## src/source/opl3_reg_map_pkg.sv

```systemverilog
// bus widths, address map constants, register group enum, bus request struct
`default_nettype none

package opl3_reg_map_pkg;

    localparam int NUM_BANKS     = 2;
    localparam int NUM_OPERATORS = 18;  // per bank
    localparam int NUM_CHANNELS  = 9;   // per bank

    localparam int ADDR_WIDTH = 8;
    localparam int DATA_WIDTH = 8;

    // high address nibble of each kept group
    localparam logic [3:0] GROUP_BASE_OP_CHAR    = 4'h2;
    localparam logic [3:0] GROUP_BASE_OP_LEVEL   = 4'h4;
    localparam logic [3:0] GROUP_BASE_OP_ENV     = 4'h6;
    localparam logic [3:0] GROUP_BASE_OP_SUSTAIN = 4'h8;
    localparam logic [3:0] GROUP_BASE_OP_WAVE    = 4'hE;
    localparam logic [3:0] GROUP_BASE_CH_FNUM_LO = 4'hA;
    localparam logic [3:0] GROUP_BASE_CH_KEY     = 4'hB;
    localparam logic [3:0] GROUP_BASE_CH_OUT     = 4'hC;

    localparam logic [DATA_WIDTH-1:0] READ_UNMAPPED = 8'hFF;

    typedef enum logic [3:0] {
        GRP_NONE       = 4'd0,
        GRP_OP_CHAR    = 4'd1,
        GRP_OP_LEVEL   = 4'd2,
        GRP_OP_ENV     = 4'd3,
        GRP_OP_SUSTAIN = 4'd4,
        GRP_OP_WAVE    = 4'd5,
        GRP_CH_FNUM_LO = 4'd6,
        GRP_CH_KEY     = 4'd7,
        GRP_CH_OUT     = 4'd8
    } reg_group_e;

    typedef logic [4:0] op_index_t;
    typedef logic [3:0] ch_index_t;

    typedef struct packed {
        logic                  wr;
        logic                  rd;
        logic                  bank;
        reg_group_e            group;
        op_index_t             index;  // operator or channel
        logic [DATA_WIDTH-1:0] data;
        logic [3:0]            pad;
    } bus_req_t;

endpackage

`default_nettype wire

```

## src/source/opl3_voice_pkg.sv

```systemverilog
// operator and channel parameter structs, bank arrays, register byte union
`default_nettype none

package opl3_voice_pkg;

    import opl3_reg_map_pkg::*;

    // 35 parameter bits plus one pad, nine hex digits
    typedef struct packed {
        logic       pad;
        logic       am;    // tremolo
        logic       vib;   // vibrato
        logic       egt;   // sustained envelope
        logic       ksr;
        logic [3:0] mult;
        logic [1:0] ksl;
        logic [5:0] tl;
        logic [3:0] ar;
        logic [3:0] dr;
        logic [3:0] sl;
        logic [3:0] rr;
        logic [2:0] ws;
    } op_params_t;

    // 22 bits
    typedef struct packed {
        logic [9:0] fnum;
        logic [2:0] block;
        logic       kon;
        logic       cha;
        logic       chb;
        logic       chc;
        logic       chd;
        logic [2:0] fb;
        logic       cnt;
    } ch_params_t;

    typedef op_params_t [NUM_BANKS-1:0][NUM_OPERATORS-1:0] op_bank_t;
    typedef ch_params_t [NUM_BANKS-1:0][NUM_CHANNELS-1:0]  ch_bank_t;

    // one register byte, decoded per group layout
    typedef union packed {
        struct packed {
            logic       am;
            logic       vib;
            logic       egt;
            logic       ksr;
            logic [3:0] mult;
        } op_char;
        struct packed {
            logic [1:0] ksl;
            logic [5:0] tl;
        } op_level;
        struct packed {
            logic [3:0] hi;  // ar or sl
            logic [3:0] lo;  // dr or rr
        } op_rate;
        struct packed {
            logic [4:0] zero;
            logic [2:0] ws;
        } op_wave;
        struct packed {
            logic [1:0] zero;
            logic       kon;
            logic [2:0] block;
            logic [1:0] fnum_hi;
        } ch_key;
        struct packed {
            logic       chd;
            logic       chc;
            logic       chb;
            logic       cha;
            logic [2:0] fb;
            logic       cnt;
        } ch_out;
        logic [DATA_WIDTH-1:0] raw;
    } reg_byte_u;

endpackage

`default_nettype wire

```

## src/source/opl3_bus_decoder.sv

```systemverilog
// bus strobe register and address/bank decode into a bus request
`timescale 1ns/10ps
`default_nettype none

module opl3_bus_decoder
    import opl3_reg_map_pkg::*;
(
    input  wire                  clk,
    input  wire                  rst_n,
    input  wire                  cs,
    input  wire                  rd,
    input  wire                  wr,
    input  wire                  bank_select,
    input  wire [ADDR_WIDTH-1:0] address,
    input  wire [DATA_WIDTH-1:0] data_in,
    output bus_req_t             req
);

    bus_req_t   req_next;
    reg_group_e grp;
    logic [4:0] op_off;
    logic       op_hit;
    logic       ch_hit;
    op_index_t  op_idx;

    assign op_off = address[4:0];  // operator groups span two nibbles
    assign op_hit = (op_off[2:0] < 3'd6) && (op_off[4:3] != 2'b11);
    assign ch_hit = ({1'b0, address[3:0]} < 5'(NUM_CHANNELS));
    assign op_idx = op_off - 5'({op_off[4:3], 1'b0});  // close the 6-7, 14-15 gaps

    always_comb begin
        grp = GRP_NONE;
        if (op_hit) begin
            case (address[7:5])
                GROUP_BASE_OP_CHAR[3:1]:    grp = GRP_OP_CHAR;
                GROUP_BASE_OP_LEVEL[3:1]:   grp = GRP_OP_LEVEL;
                GROUP_BASE_OP_ENV[3:1]:     grp = GRP_OP_ENV;
                GROUP_BASE_OP_SUSTAIN[3:1]: grp = GRP_OP_SUSTAIN;
                GROUP_BASE_OP_WAVE[3:1]:    grp = GRP_OP_WAVE;
                default:                    grp = GRP_NONE;
            endcase
        end
        if (grp == GRP_NONE && ch_hit) begin
            case (address[7:4])
                GROUP_BASE_CH_FNUM_LO: grp = GRP_CH_FNUM_LO;
                GROUP_BASE_CH_KEY:     grp = GRP_CH_KEY;
                GROUP_BASE_CH_OUT:     grp = GRP_CH_OUT;
                default:               grp = GRP_NONE;
            endcase
        end
    end

    always_comb begin
        req_next       = '0;
        req_next.wr    = cs && wr && (grp != GRP_NONE);  // unmapped writes dropped
        req_next.rd    = cs && rd;                       // unmapped reads still answered
        req_next.bank  = bank_select;
        req_next.group = grp;
        req_next.data  = data_in;
        case (grp)
            GRP_CH_FNUM_LO, GRP_CH_KEY, GRP_CH_OUT: req_next.index = {1'b0, address[3:0]};
            GRP_NONE: req_next.index = '0;
            default:  req_next.index = op_idx;
        endcase
    end

    always_ff @(posedge clk or negedge rst_n) begin
        if (!rst_n) begin
            req <= '0;
        end else begin
            req <= req_next;
        end
    end

    // host never strobes both directions at once
    assert property (@(posedge clk) disable iff (!rst_n) cs |-> !(rd && wr));

endmodule

`default_nettype wire

```

## src/source/opl3_operator_regs.sv

```systemverilog
// operator parameter storage for both banks
`timescale 1ns/10ps
`default_nettype none

module opl3_operator_regs
    import opl3_reg_map_pkg::*;
    import opl3_voice_pkg::*;
(
    input  wire           clk,
    input  wire           rst_n,
    input  wire bus_req_t req,
    output op_bank_t      op_params
);

    reg_byte_u wr_byte;
    op_index_t op_idx;
    logic      op_write;

    assign wr_byte  = req.data;
    assign op_idx   = req.index;
    assign op_write = req.wr && (req.group inside {GRP_OP_CHAR, GRP_OP_LEVEL, GRP_OP_ENV,
                                                   GRP_OP_SUSTAIN, GRP_OP_WAVE});

    always_ff @(posedge clk or negedge rst_n) begin
        if (!rst_n) begin
            op_params <= '0;
        end else if (op_write) begin
            case (req.group)
                GRP_OP_CHAR: begin
                    op_params[req.bank][op_idx].am   <= wr_byte.op_char.am;
                    op_params[req.bank][op_idx].vib  <= wr_byte.op_char.vib;
                    op_params[req.bank][op_idx].egt  <= wr_byte.op_char.egt;
                    op_params[req.bank][op_idx].ksr  <= wr_byte.op_char.ksr;
                    op_params[req.bank][op_idx].mult <= wr_byte.op_char.mult;
                end
                GRP_OP_LEVEL: begin
                    op_params[req.bank][op_idx].ksl <= wr_byte.op_level.ksl;
                    op_params[req.bank][op_idx].tl  <= wr_byte.op_level.tl;
                end
                GRP_OP_ENV: begin
                    op_params[req.bank][op_idx].ar <= wr_byte.op_rate.hi;
                    op_params[req.bank][op_idx].dr <= wr_byte.op_rate.lo;
                end
                GRP_OP_SUSTAIN: begin
                    op_params[req.bank][op_idx].sl <= wr_byte.op_rate.hi;
                    op_params[req.bank][op_idx].rr <= wr_byte.op_rate.lo;
                end
                GRP_OP_WAVE: op_params[req.bank][op_idx].ws <= wr_byte.op_wave.ws;
                default: ;
            endcase
        end
    end

    // decoder slot mapping must land inside the operator array
    assert property (@(posedge clk) disable iff (!rst_n)
        op_write |-> (op_idx < NUM_OPERATORS));

endmodule

`default_nettype wire

```

## src/source/opl3_channel_regs.sv

```systemverilog
// channel parameter storage for both banks
`timescale 1ns/10ps
`default_nettype none

module opl3_channel_regs
    import opl3_reg_map_pkg::*;
    import opl3_voice_pkg::*;
(
    input  wire           clk,
    input  wire           rst_n,
    input  wire bus_req_t req,
    output ch_bank_t      ch_params
);

    reg_byte_u wr_byte;
    ch_index_t ch_idx;
    logic      ch_write;

    assign wr_byte  = req.data;
    assign ch_idx   = req.index[3:0];
    assign ch_write = req.wr && (req.group inside {GRP_CH_FNUM_LO, GRP_CH_KEY, GRP_CH_OUT});

    always_ff @(posedge clk or negedge rst_n) begin
        if (!rst_n) begin
            ch_params <= '0;
        end else if (ch_write) begin
            case (req.group)
                GRP_CH_FNUM_LO: ch_params[req.bank][ch_idx].fnum[7:0] <= wr_byte.raw;
                GRP_CH_KEY: begin
                    ch_params[req.bank][ch_idx].kon       <= wr_byte.ch_key.kon;
                    ch_params[req.bank][ch_idx].block     <= wr_byte.ch_key.block;
                    ch_params[req.bank][ch_idx].fnum[9:8] <= wr_byte.ch_key.fnum_hi;
                end
                GRP_CH_OUT: begin
                    ch_params[req.bank][ch_idx].chd <= wr_byte.ch_out.chd;
                    ch_params[req.bank][ch_idx].chc <= wr_byte.ch_out.chc;
                    ch_params[req.bank][ch_idx].chb <= wr_byte.ch_out.chb;
                    ch_params[req.bank][ch_idx].cha <= wr_byte.ch_out.cha;
                    ch_params[req.bank][ch_idx].fb  <= wr_byte.ch_out.fb;
                    ch_params[req.bank][ch_idx].cnt <= wr_byte.ch_out.cnt;
                end
                default: ;
            endcase
        end
    end

    // full 5-bit index, upper bit must stay clear for channels
    assert property (@(posedge clk) disable iff (!rst_n)
        ch_write |-> (req.index < NUM_CHANNELS));

endmodule

`default_nettype wire

```

## src/source/opl3_readback.sv

```systemverilog
// read data select, register byte packing, registered data_out and rd_valid
`timescale 1ns/10ps
`default_nettype none

module opl3_readback
    import opl3_reg_map_pkg::*;
    import opl3_voice_pkg::*;
(
    input  wire                   clk,
    input  wire                   rst_n,
    input  wire bus_req_t         req,
    input  wire op_bank_t         op_params,
    input  wire ch_bank_t         ch_params,
    output logic [DATA_WIDTH-1:0] data_out,
    output logic                  rd_valid
);

    op_params_t op_sel;
    ch_params_t ch_sel;
    reg_byte_u  rd_byte;

    assign op_sel = op_params[req.bank][req.index];
    assign ch_sel = ch_params[req.bank][req.index[3:0]];

    always_comb begin
        rd_byte.raw = '0;  // bits without storage read 0
        case (req.group)
            GRP_OP_CHAR: begin
                rd_byte.op_char.am   = op_sel.am;
                rd_byte.op_char.vib  = op_sel.vib;
                rd_byte.op_char.egt  = op_sel.egt;
                rd_byte.op_char.ksr  = op_sel.ksr;
                rd_byte.op_char.mult = op_sel.mult;
            end
            GRP_OP_LEVEL:   rd_byte.op_level = '{ksl: op_sel.ksl, tl: op_sel.tl};
            GRP_OP_ENV:     rd_byte.op_rate  = '{hi: op_sel.ar, lo: op_sel.dr};
            GRP_OP_SUSTAIN: rd_byte.op_rate  = '{hi: op_sel.sl, lo: op_sel.rr};
            GRP_OP_WAVE:    rd_byte.op_wave.ws = op_sel.ws;
            GRP_CH_FNUM_LO: rd_byte.raw = ch_sel.fnum[7:0];
            GRP_CH_KEY: begin
                rd_byte.ch_key.kon     = ch_sel.kon;
                rd_byte.ch_key.block   = ch_sel.block;
                rd_byte.ch_key.fnum_hi = ch_sel.fnum[9:8];
            end
            GRP_CH_OUT: begin
                rd_byte.ch_out.chd = ch_sel.chd;
                rd_byte.ch_out.chc = ch_sel.chc;
                rd_byte.ch_out.chb = ch_sel.chb;
                rd_byte.ch_out.cha = ch_sel.cha;
                rd_byte.ch_out.fb  = ch_sel.fb;
                rd_byte.ch_out.cnt = ch_sel.cnt;
            end
            default: ;
        endcase
    end

    always_ff @(posedge clk or negedge rst_n) begin
        if (!rst_n) begin
            data_out <= '0;
            rd_valid <= 1'b0;
        end else begin
            rd_valid <= req.rd;  // one pulse per read
            if (req.rd) begin
                data_out <= (req.group == GRP_NONE) ? READ_UNMAPPED : rd_byte.raw;
            end
        end
    end

endmodule

`default_nettype wire

```

## src/source/opl3_register_file.sv

```systemverilog
// register file top, decoder, operator and channel stores, readback
`timescale 1ns/10ps
`default_nettype none

module opl3_register_file
    import opl3_reg_map_pkg::*;
    import opl3_voice_pkg::*;
(
    input  wire                   clk,
    input  wire                   rst_n,
    input  wire                   cs,
    input  wire                   rd,
    input  wire                   wr,
    input  wire                   bank_select,
    input  wire  [ADDR_WIDTH-1:0] address,
    input  wire  [DATA_WIDTH-1:0] data_in,
    output logic [DATA_WIDTH-1:0] data_out,
    output logic                  rd_valid,
    output op_bank_t              op_params,
    output ch_bank_t              ch_params
);

    bus_req_t req;

    opl3_bus_decoder u_decoder (
        .clk         (clk),
        .rst_n       (rst_n),
        .cs          (cs),
        .rd          (rd),
        .wr          (wr),
        .bank_select (bank_select),
        .address     (address),
        .data_in     (data_in),
        .req         (req)
    );

    opl3_operator_regs u_operator_regs (
        .clk       (clk),
        .rst_n     (rst_n),
        .req       (req),
        .op_params (op_params)
    );

    opl3_channel_regs u_channel_regs (
        .clk       (clk),
        .rst_n     (rst_n),
        .req       (req),
        .ch_params (ch_params)
    );

    // stores update on the same edge, so a read right after a write sees new data
    opl3_readback u_readback (
        .clk       (clk),
        .rst_n     (rst_n),
        .req       (req),
        .op_params (op_params),
        .ch_params (ch_params),
        .data_out  (data_out),
        .rd_valid  (rd_valid)
    );

endmodule

`default_nettype wire

```

## config.mk

```make
export PLATFORM = sky130hd
export DESIGN_NAME = opl3_register_file
export DESIGN_NICKNAME = d
export VERILOG_FILES = /design/src/source/opl3_reg_map_pkg.sv /design/src/source/opl3_voice_pkg.sv /design/src/source/opl3_bus_decoder.sv /design/src/source/opl3_operator_regs.sv /design/src/source/opl3_channel_regs.sv /design/src/source/opl3_readback.sv /design/src/source/opl3_register_file.sv
export SDC_FILE = /design/constraint.sdc
export NUM_CORES = 2
export LEC_CHECK = 0
export BUFFER_PORTS_ARGS = -buffer_cell sky130_fd_sc_hd__buf_2
export CAP_MARGIN = 5
export CORE_AREA = 2 2 681 683
export CTS_CLUSTER_DIAMETER = 120
export DETAILED_ROUTE_END_ITERATION = 8
export DIE_AREA = 0 0 683 685
export PLACE_DENSITY = 0.32
export SYNTH_ARGS = -nofsm -noshare
export SYNTH_HDL_FRONTEND = slang
export SYNTH_HIERARCHICAL = 1
export SYNTH_SLANG_ARGS = --single-unit
```

## constraint.sdc

```tcl
create_clock -name clk -period 2.52 [get_ports clk]
set_input_delay 0.252 -clock clk [delete_from_list [all_inputs] [get_ports clk]]
set_output_delay 0.252 -clock clk [all_outputs]
set_load 0.01 [all_outputs]
```

[Word-level counts from Yosys, hierarchy flattened]
Index checks and enable logic that the tools add are counted.
Storage, ports and cells
  input bits: 22
  bits in registers: 1721
  output and inout port bits: 1701
  logic and storage cells: 815
Cells by class
  magnitude comparators: 8
  add/subtract/negate cells: 1
  muxes and demuxes: 129
  equal/unequal tests: 20
  reductions and logical operators: 19
Operators with widths (number)
  $bwmux W1296: 12
  $mux W648: 14
  $demux W648 S1: 12
  $pmux W1296 S5: 1
  $bwmux W396: 10
  $mux W198: 12
  $demux W36 S5: 12
  $demux W198 S1: 10
  $pmux W396 S3: 1
  $demux W22 S4: 10
  $bmux W36 S5: 1
  $bmux W22 S4: 1
  $mux W35: 2
  $mux W22: 2
  $mux W34: 1
  $mux W33: 1
  $mux W32: 1
  $mux W31: 1
  $mux W27: 1
  $mux W25: 1
  $eq A4 B3 Y1 const B: 6
  $pmux W3 S8: 1
  $pmux W3 S7: 1
  $eq A4 B4 Y1 const B: 5
  other kinds (39): 58

[Longest topological paths before layout]
  depth in word-level cells: 13
  mapped depth: 13
  gate-level depth less buffers: 7

[Modules after synthesis]
Netlist, hierarchy kept.
Modules (own cells, without submodules)
  opl3_operator_regs: seq. area each 32431.1 µm², cells an instance 3069, times used 1, area each 50484.7 µm²
  opl3_channel_regs: seq. area each 9909.5 µm², cells an instance 932, times used 1, area each 15666.3 µm²
  opl3_readback: seq. area each 225.2 µm², cells an instance 1265, times used 1, area each 14277.4 µm²
  opl3_bus_decoder: seq. area each 500.5 µm², cells an instance 75, times used 1, area each 869.6 µm²

[Worst setup path after synthesis]
No wires, ideal clock.
  path kind: register -> register
  start: register u_decoder/req[12] (netlist name)
  end: register u_readback.data_out[3]
  period minus slack after synthesis: 2726 ps
  stages on the path, launching flop included: 10
  required time: 2394 ps
  library setup time: 126 ps
  buffers on the path: 3
  setup slack: -206 ps
  arrival time: 2600 ps
  path through: dfrtp_1 > buf_2 > buf_2 > buf_1 > mux4_2 > mux2i_1 > o22ai_1 > a2111oi_0 > o2111ai_1 > o32a_1
On the way
  word-level cells in the longest chain between the ends: 4
  elaborated cells on any way between the ends: 6
  classes of those cells: mux (6)
RTL lines
  $bmux W36 S5 or $bmux W22 S4 (tied branches): RTL line opl3_readback.sv:22, opl3_readback.sv:23
  $mux W35 (implied by the code) or $mux W22 (tied branches): RTL line opl3_readback.sv:22, opl3_readback.sv:23
  $pmux W3 S7 (*): RTL line opl3_readback.sv:27  | case (req.group)
  $mux W8 (*): RTL line opl3_readback.sv:64  | data_out <= (req.group == GRP_NONE) ? READ_UNMAPPED : rd_byte.raw;
  end signal, assigned: RTL line opl3_readback.sv:64
  end, declared: RTL line opl3_readback.sv:14  | output logic [DATA_WIDTH-1:0] data_out,
Every way passes the cells marked *; elsewhere a longest branch is shown, timed or not. The select of a mux whose other input is x is not followed.
A chain may end at the register's enable or synchronous reset.

[Final worst setup path]
  start: register u_decoder/req[21] (netlist name)
  end: register u_readback.data_out[0]
On the way
  word-level cells in the longest chain between the ends: 6
  elaborated cells on any way between the ends: 10
  classes of those cells: mux (10)
RTL lines (RTL line)
  $mux W648 (implied by the code) or $mux W198 (tied branches) (2 in a row): opl3_readback.sv:22, opl3_readback.sv:23
  $bmux W36 S5 or $bmux W22 S4 (tied branches): opl3_readback.sv:22, opl3_readback.sv:23
  $mux W35 (implied by the code) or $mux W22 (tied branches): opl3_readback.sv:22, opl3_readback.sv:23
  $pmux W3 S8 (*): opl3_readback.sv:27
  $mux W8 (*): opl3_readback.sv:64
Marked as above.

==> results.toml <==
[critical_path]
cp_max_fo = 10
cp.arrival_ns = 4.10
path_cells = "buf_12 > buf_4 > buf_8 > buf_12 > mux4_2 > mux2i_4 > buf_12 > o22ai_1 > a311o_1 > o41ai_2 > a41oi_1"
worstSetupPathType = "reg -> reg"
end_kind = "flop"
start_kind = "flop"
slowest_stage = "mux4_2"
required_ns = 3.33
worst_path_largest_cell_delay_ns = 0.55
cpLargestDelayFamily = "compound AO/OA/AOI/OAI gates"
cp_num_buf_inv = 5
cp_common_cell = "buf_12"

[timing]
final-setup-viol-count = 822
layout_min_cycle_time_ns = 3.29
tightest_slew_ns = 0.895
slew_headroom = 0.403
setup_tns_ns = -72.69
slew_violations = 0
finClkSkew_ns = 0.0660
finalHoldViolations = 0
timing.fmax_mhz = 304
fin_ws_ns = -0.769
fin_crit_sh = 1.31
rsz0062_at_grt = "yes"

[global_route]
grt_pass1_vias = 66803
grt_antenna_before_repair = 54
grt.met3_usage = 0.0544
grt_pass1_wl_um = 731000
grt.busiest_layer = "met2"
grt_use_total = 0.236
grt.met1_usage = 0.289
grt_overflow = 0
grt_max_degree = 120
use_met2 = 0.405

[placement]
portBuffers = 1722
hpwl_um = 455000
dp_slack_ns = -1.54
finalWeightedCongestion = 0.882

[route]
drtPass1Iterations = 5
post_drt_via_cell_ratio = 4.40
post-route-drc-count = 0
drt_iter0_drc = 4250
vias = 64353
antenna_left = 0
wl_per_cell_um = 39.1
routed_wirelength_um = 572000

[power]
p_leak_nw = 60.6
power_density_nw_per_um2 = 598
finalPower_mw = 72.2
ir_drop_mv = 0.592

[layout]
syn_to_final_growth_pct = 48.5
seq_area_um2 = 43100
multiInputGateArea_um2 = 37800
nets = 8262
fillers = 48067
layout-drive-gt1-share = 0.689

[cts]
cts_max_path_buffers = 4
numCtsBuffers = 228
htreeDepth = 4
clock_sinks = 1721
clk-insertion-delay-late_ns = 0.97
clk_pin_slew_ns = 0.06
cts-root-buf = "clkbuf_16"
cts_tree = "done"

[synth]
postSynthAreaPerCell_um2 = 15.2
ys_warn_count = 6
syn_nets = 5361
synthCells = 5336
syn-cell-area_um2 = 81300

[run_status]
status = "complete, but fails checks"
violations = "negative setup slack"

[flow_run]
cap_violations = 0

[floorplanning]
fp.dieArea_um2 = 468000
ios = 1723
die-height_um = 685
num_rows = 250
start_util = 0.176
die_w_um = 683
fp.coreArea_um2 = 461000

[min_path]
hp-class = "in -> async"
-- layout by cell type, fill, tap and decap left out, drive strengths merged, types with 7 or more instances in the layout --
cell / n
nor2b: 21
buf: 3123
and2: 9
nor4b: 10
a31oi: 17
nor2: 45
mux2: 1660
inv: 19
a22oi: 34
dlygate4sd3: 40
nand4: 98
clkinv: 40
o211ai: 10
nand3: 33
nor4: 142
clkbuf: 353
and3: 10
a21oi: 46
dfrtp: 1721
mux4: 331
nand2: 79
o21ai: 64
diode: 22
a221o: 11
o22ai: 26
nor3b: 8
a32o: 8
a211oi: 18
nor3: 9
a32oi: 7
a2111oi: 8
clkinvlp: 8
a221oi: 38
nor4bb: 9
bufinv: 19
nand2b: 12
mux2i: 229
o31ai: 10
-- worst paths after layout --
path / startpoint / endpoint / slack [ns] / cells after the start
setup / recovery: u_decoder/req[21] / u_readback/data_out[0] / -0.77 / 11
hold / removal: rst_n / asynchronous set/reset pin / 0.12 / 3
setup reg to reg: u_decoder/req[21] / u_readback/data_out[0] / -0.77 / 11
hold reg to reg: flop / flop / 0.37 / 0
max in group asynchronous: rst_n / u_decoder/req[11] / 1.38 / 3
min in group clk: cs / u_decoder/req[22] / 0.12 / 3
-- worst min-delay path, cell delays in order --
cell and delay (ns):
dlygate4sd3_1 0.58, buf_12 0.25, buf_12 0.32
-- timing repair --
action,4_1_cts,5_1_grt
hold endpoints to repair,1562,0
resized for setup,214,289
gates cloned,5,6
pin swaps,34,34
endpoints found under the setup margin,977,1211
setup buffers,43,91
hold buffers,40,0
-- through the flow --
stage	cells	instance area (µm²)	util	hold slack, ns
floorplan	5336	81300	-	-0.0436
global placement	14005	109000	0.236	0.171
detailed placement	14005	109000	0.236	0.171
CTS	14513	119000	0.257	0.0393
global route	14613	121000	0.262	0.0471
finish	14625	121000	0.262	0.119
-- routing by layer --
| metal | vias up | wire length, µm |
|---|---|---|
| met5 | - | 27 |
| met4 | 4 | 23800 |
| met3 | 545 | 34700 |
| met2 | 2028 | 281000 |
| met1 | 35440 | 232000 |
| li1 | 26336 | - |
-- power by group --
| group | total [mW] | switching [mW] | internal [mW] |
|---|---|---|---|
| sequential | 28.6 | 0.578 | 28.0 |
| combinational | 8.82 | 5.58 | 3.23 |
| clock | 34.8 | 14.3 | 20.5 |
-- cell type report --
cell class / instances / share of cell area
Tap cell: 6174 / 0.0640
Sequential cell: 1721 / 0.357
Inverter: 11 / 0.000487
Antenna cell: 22 / 0.000456
Clock inverter: 75 / 0.00873
Timing Repair Buffer: 3171 / 0.200
Clock buffer: 347 / 0.0562
Multi-Input combinational cell: 3104 / 0.313
No activity file was read; power rests on OpenSTA's default activity.
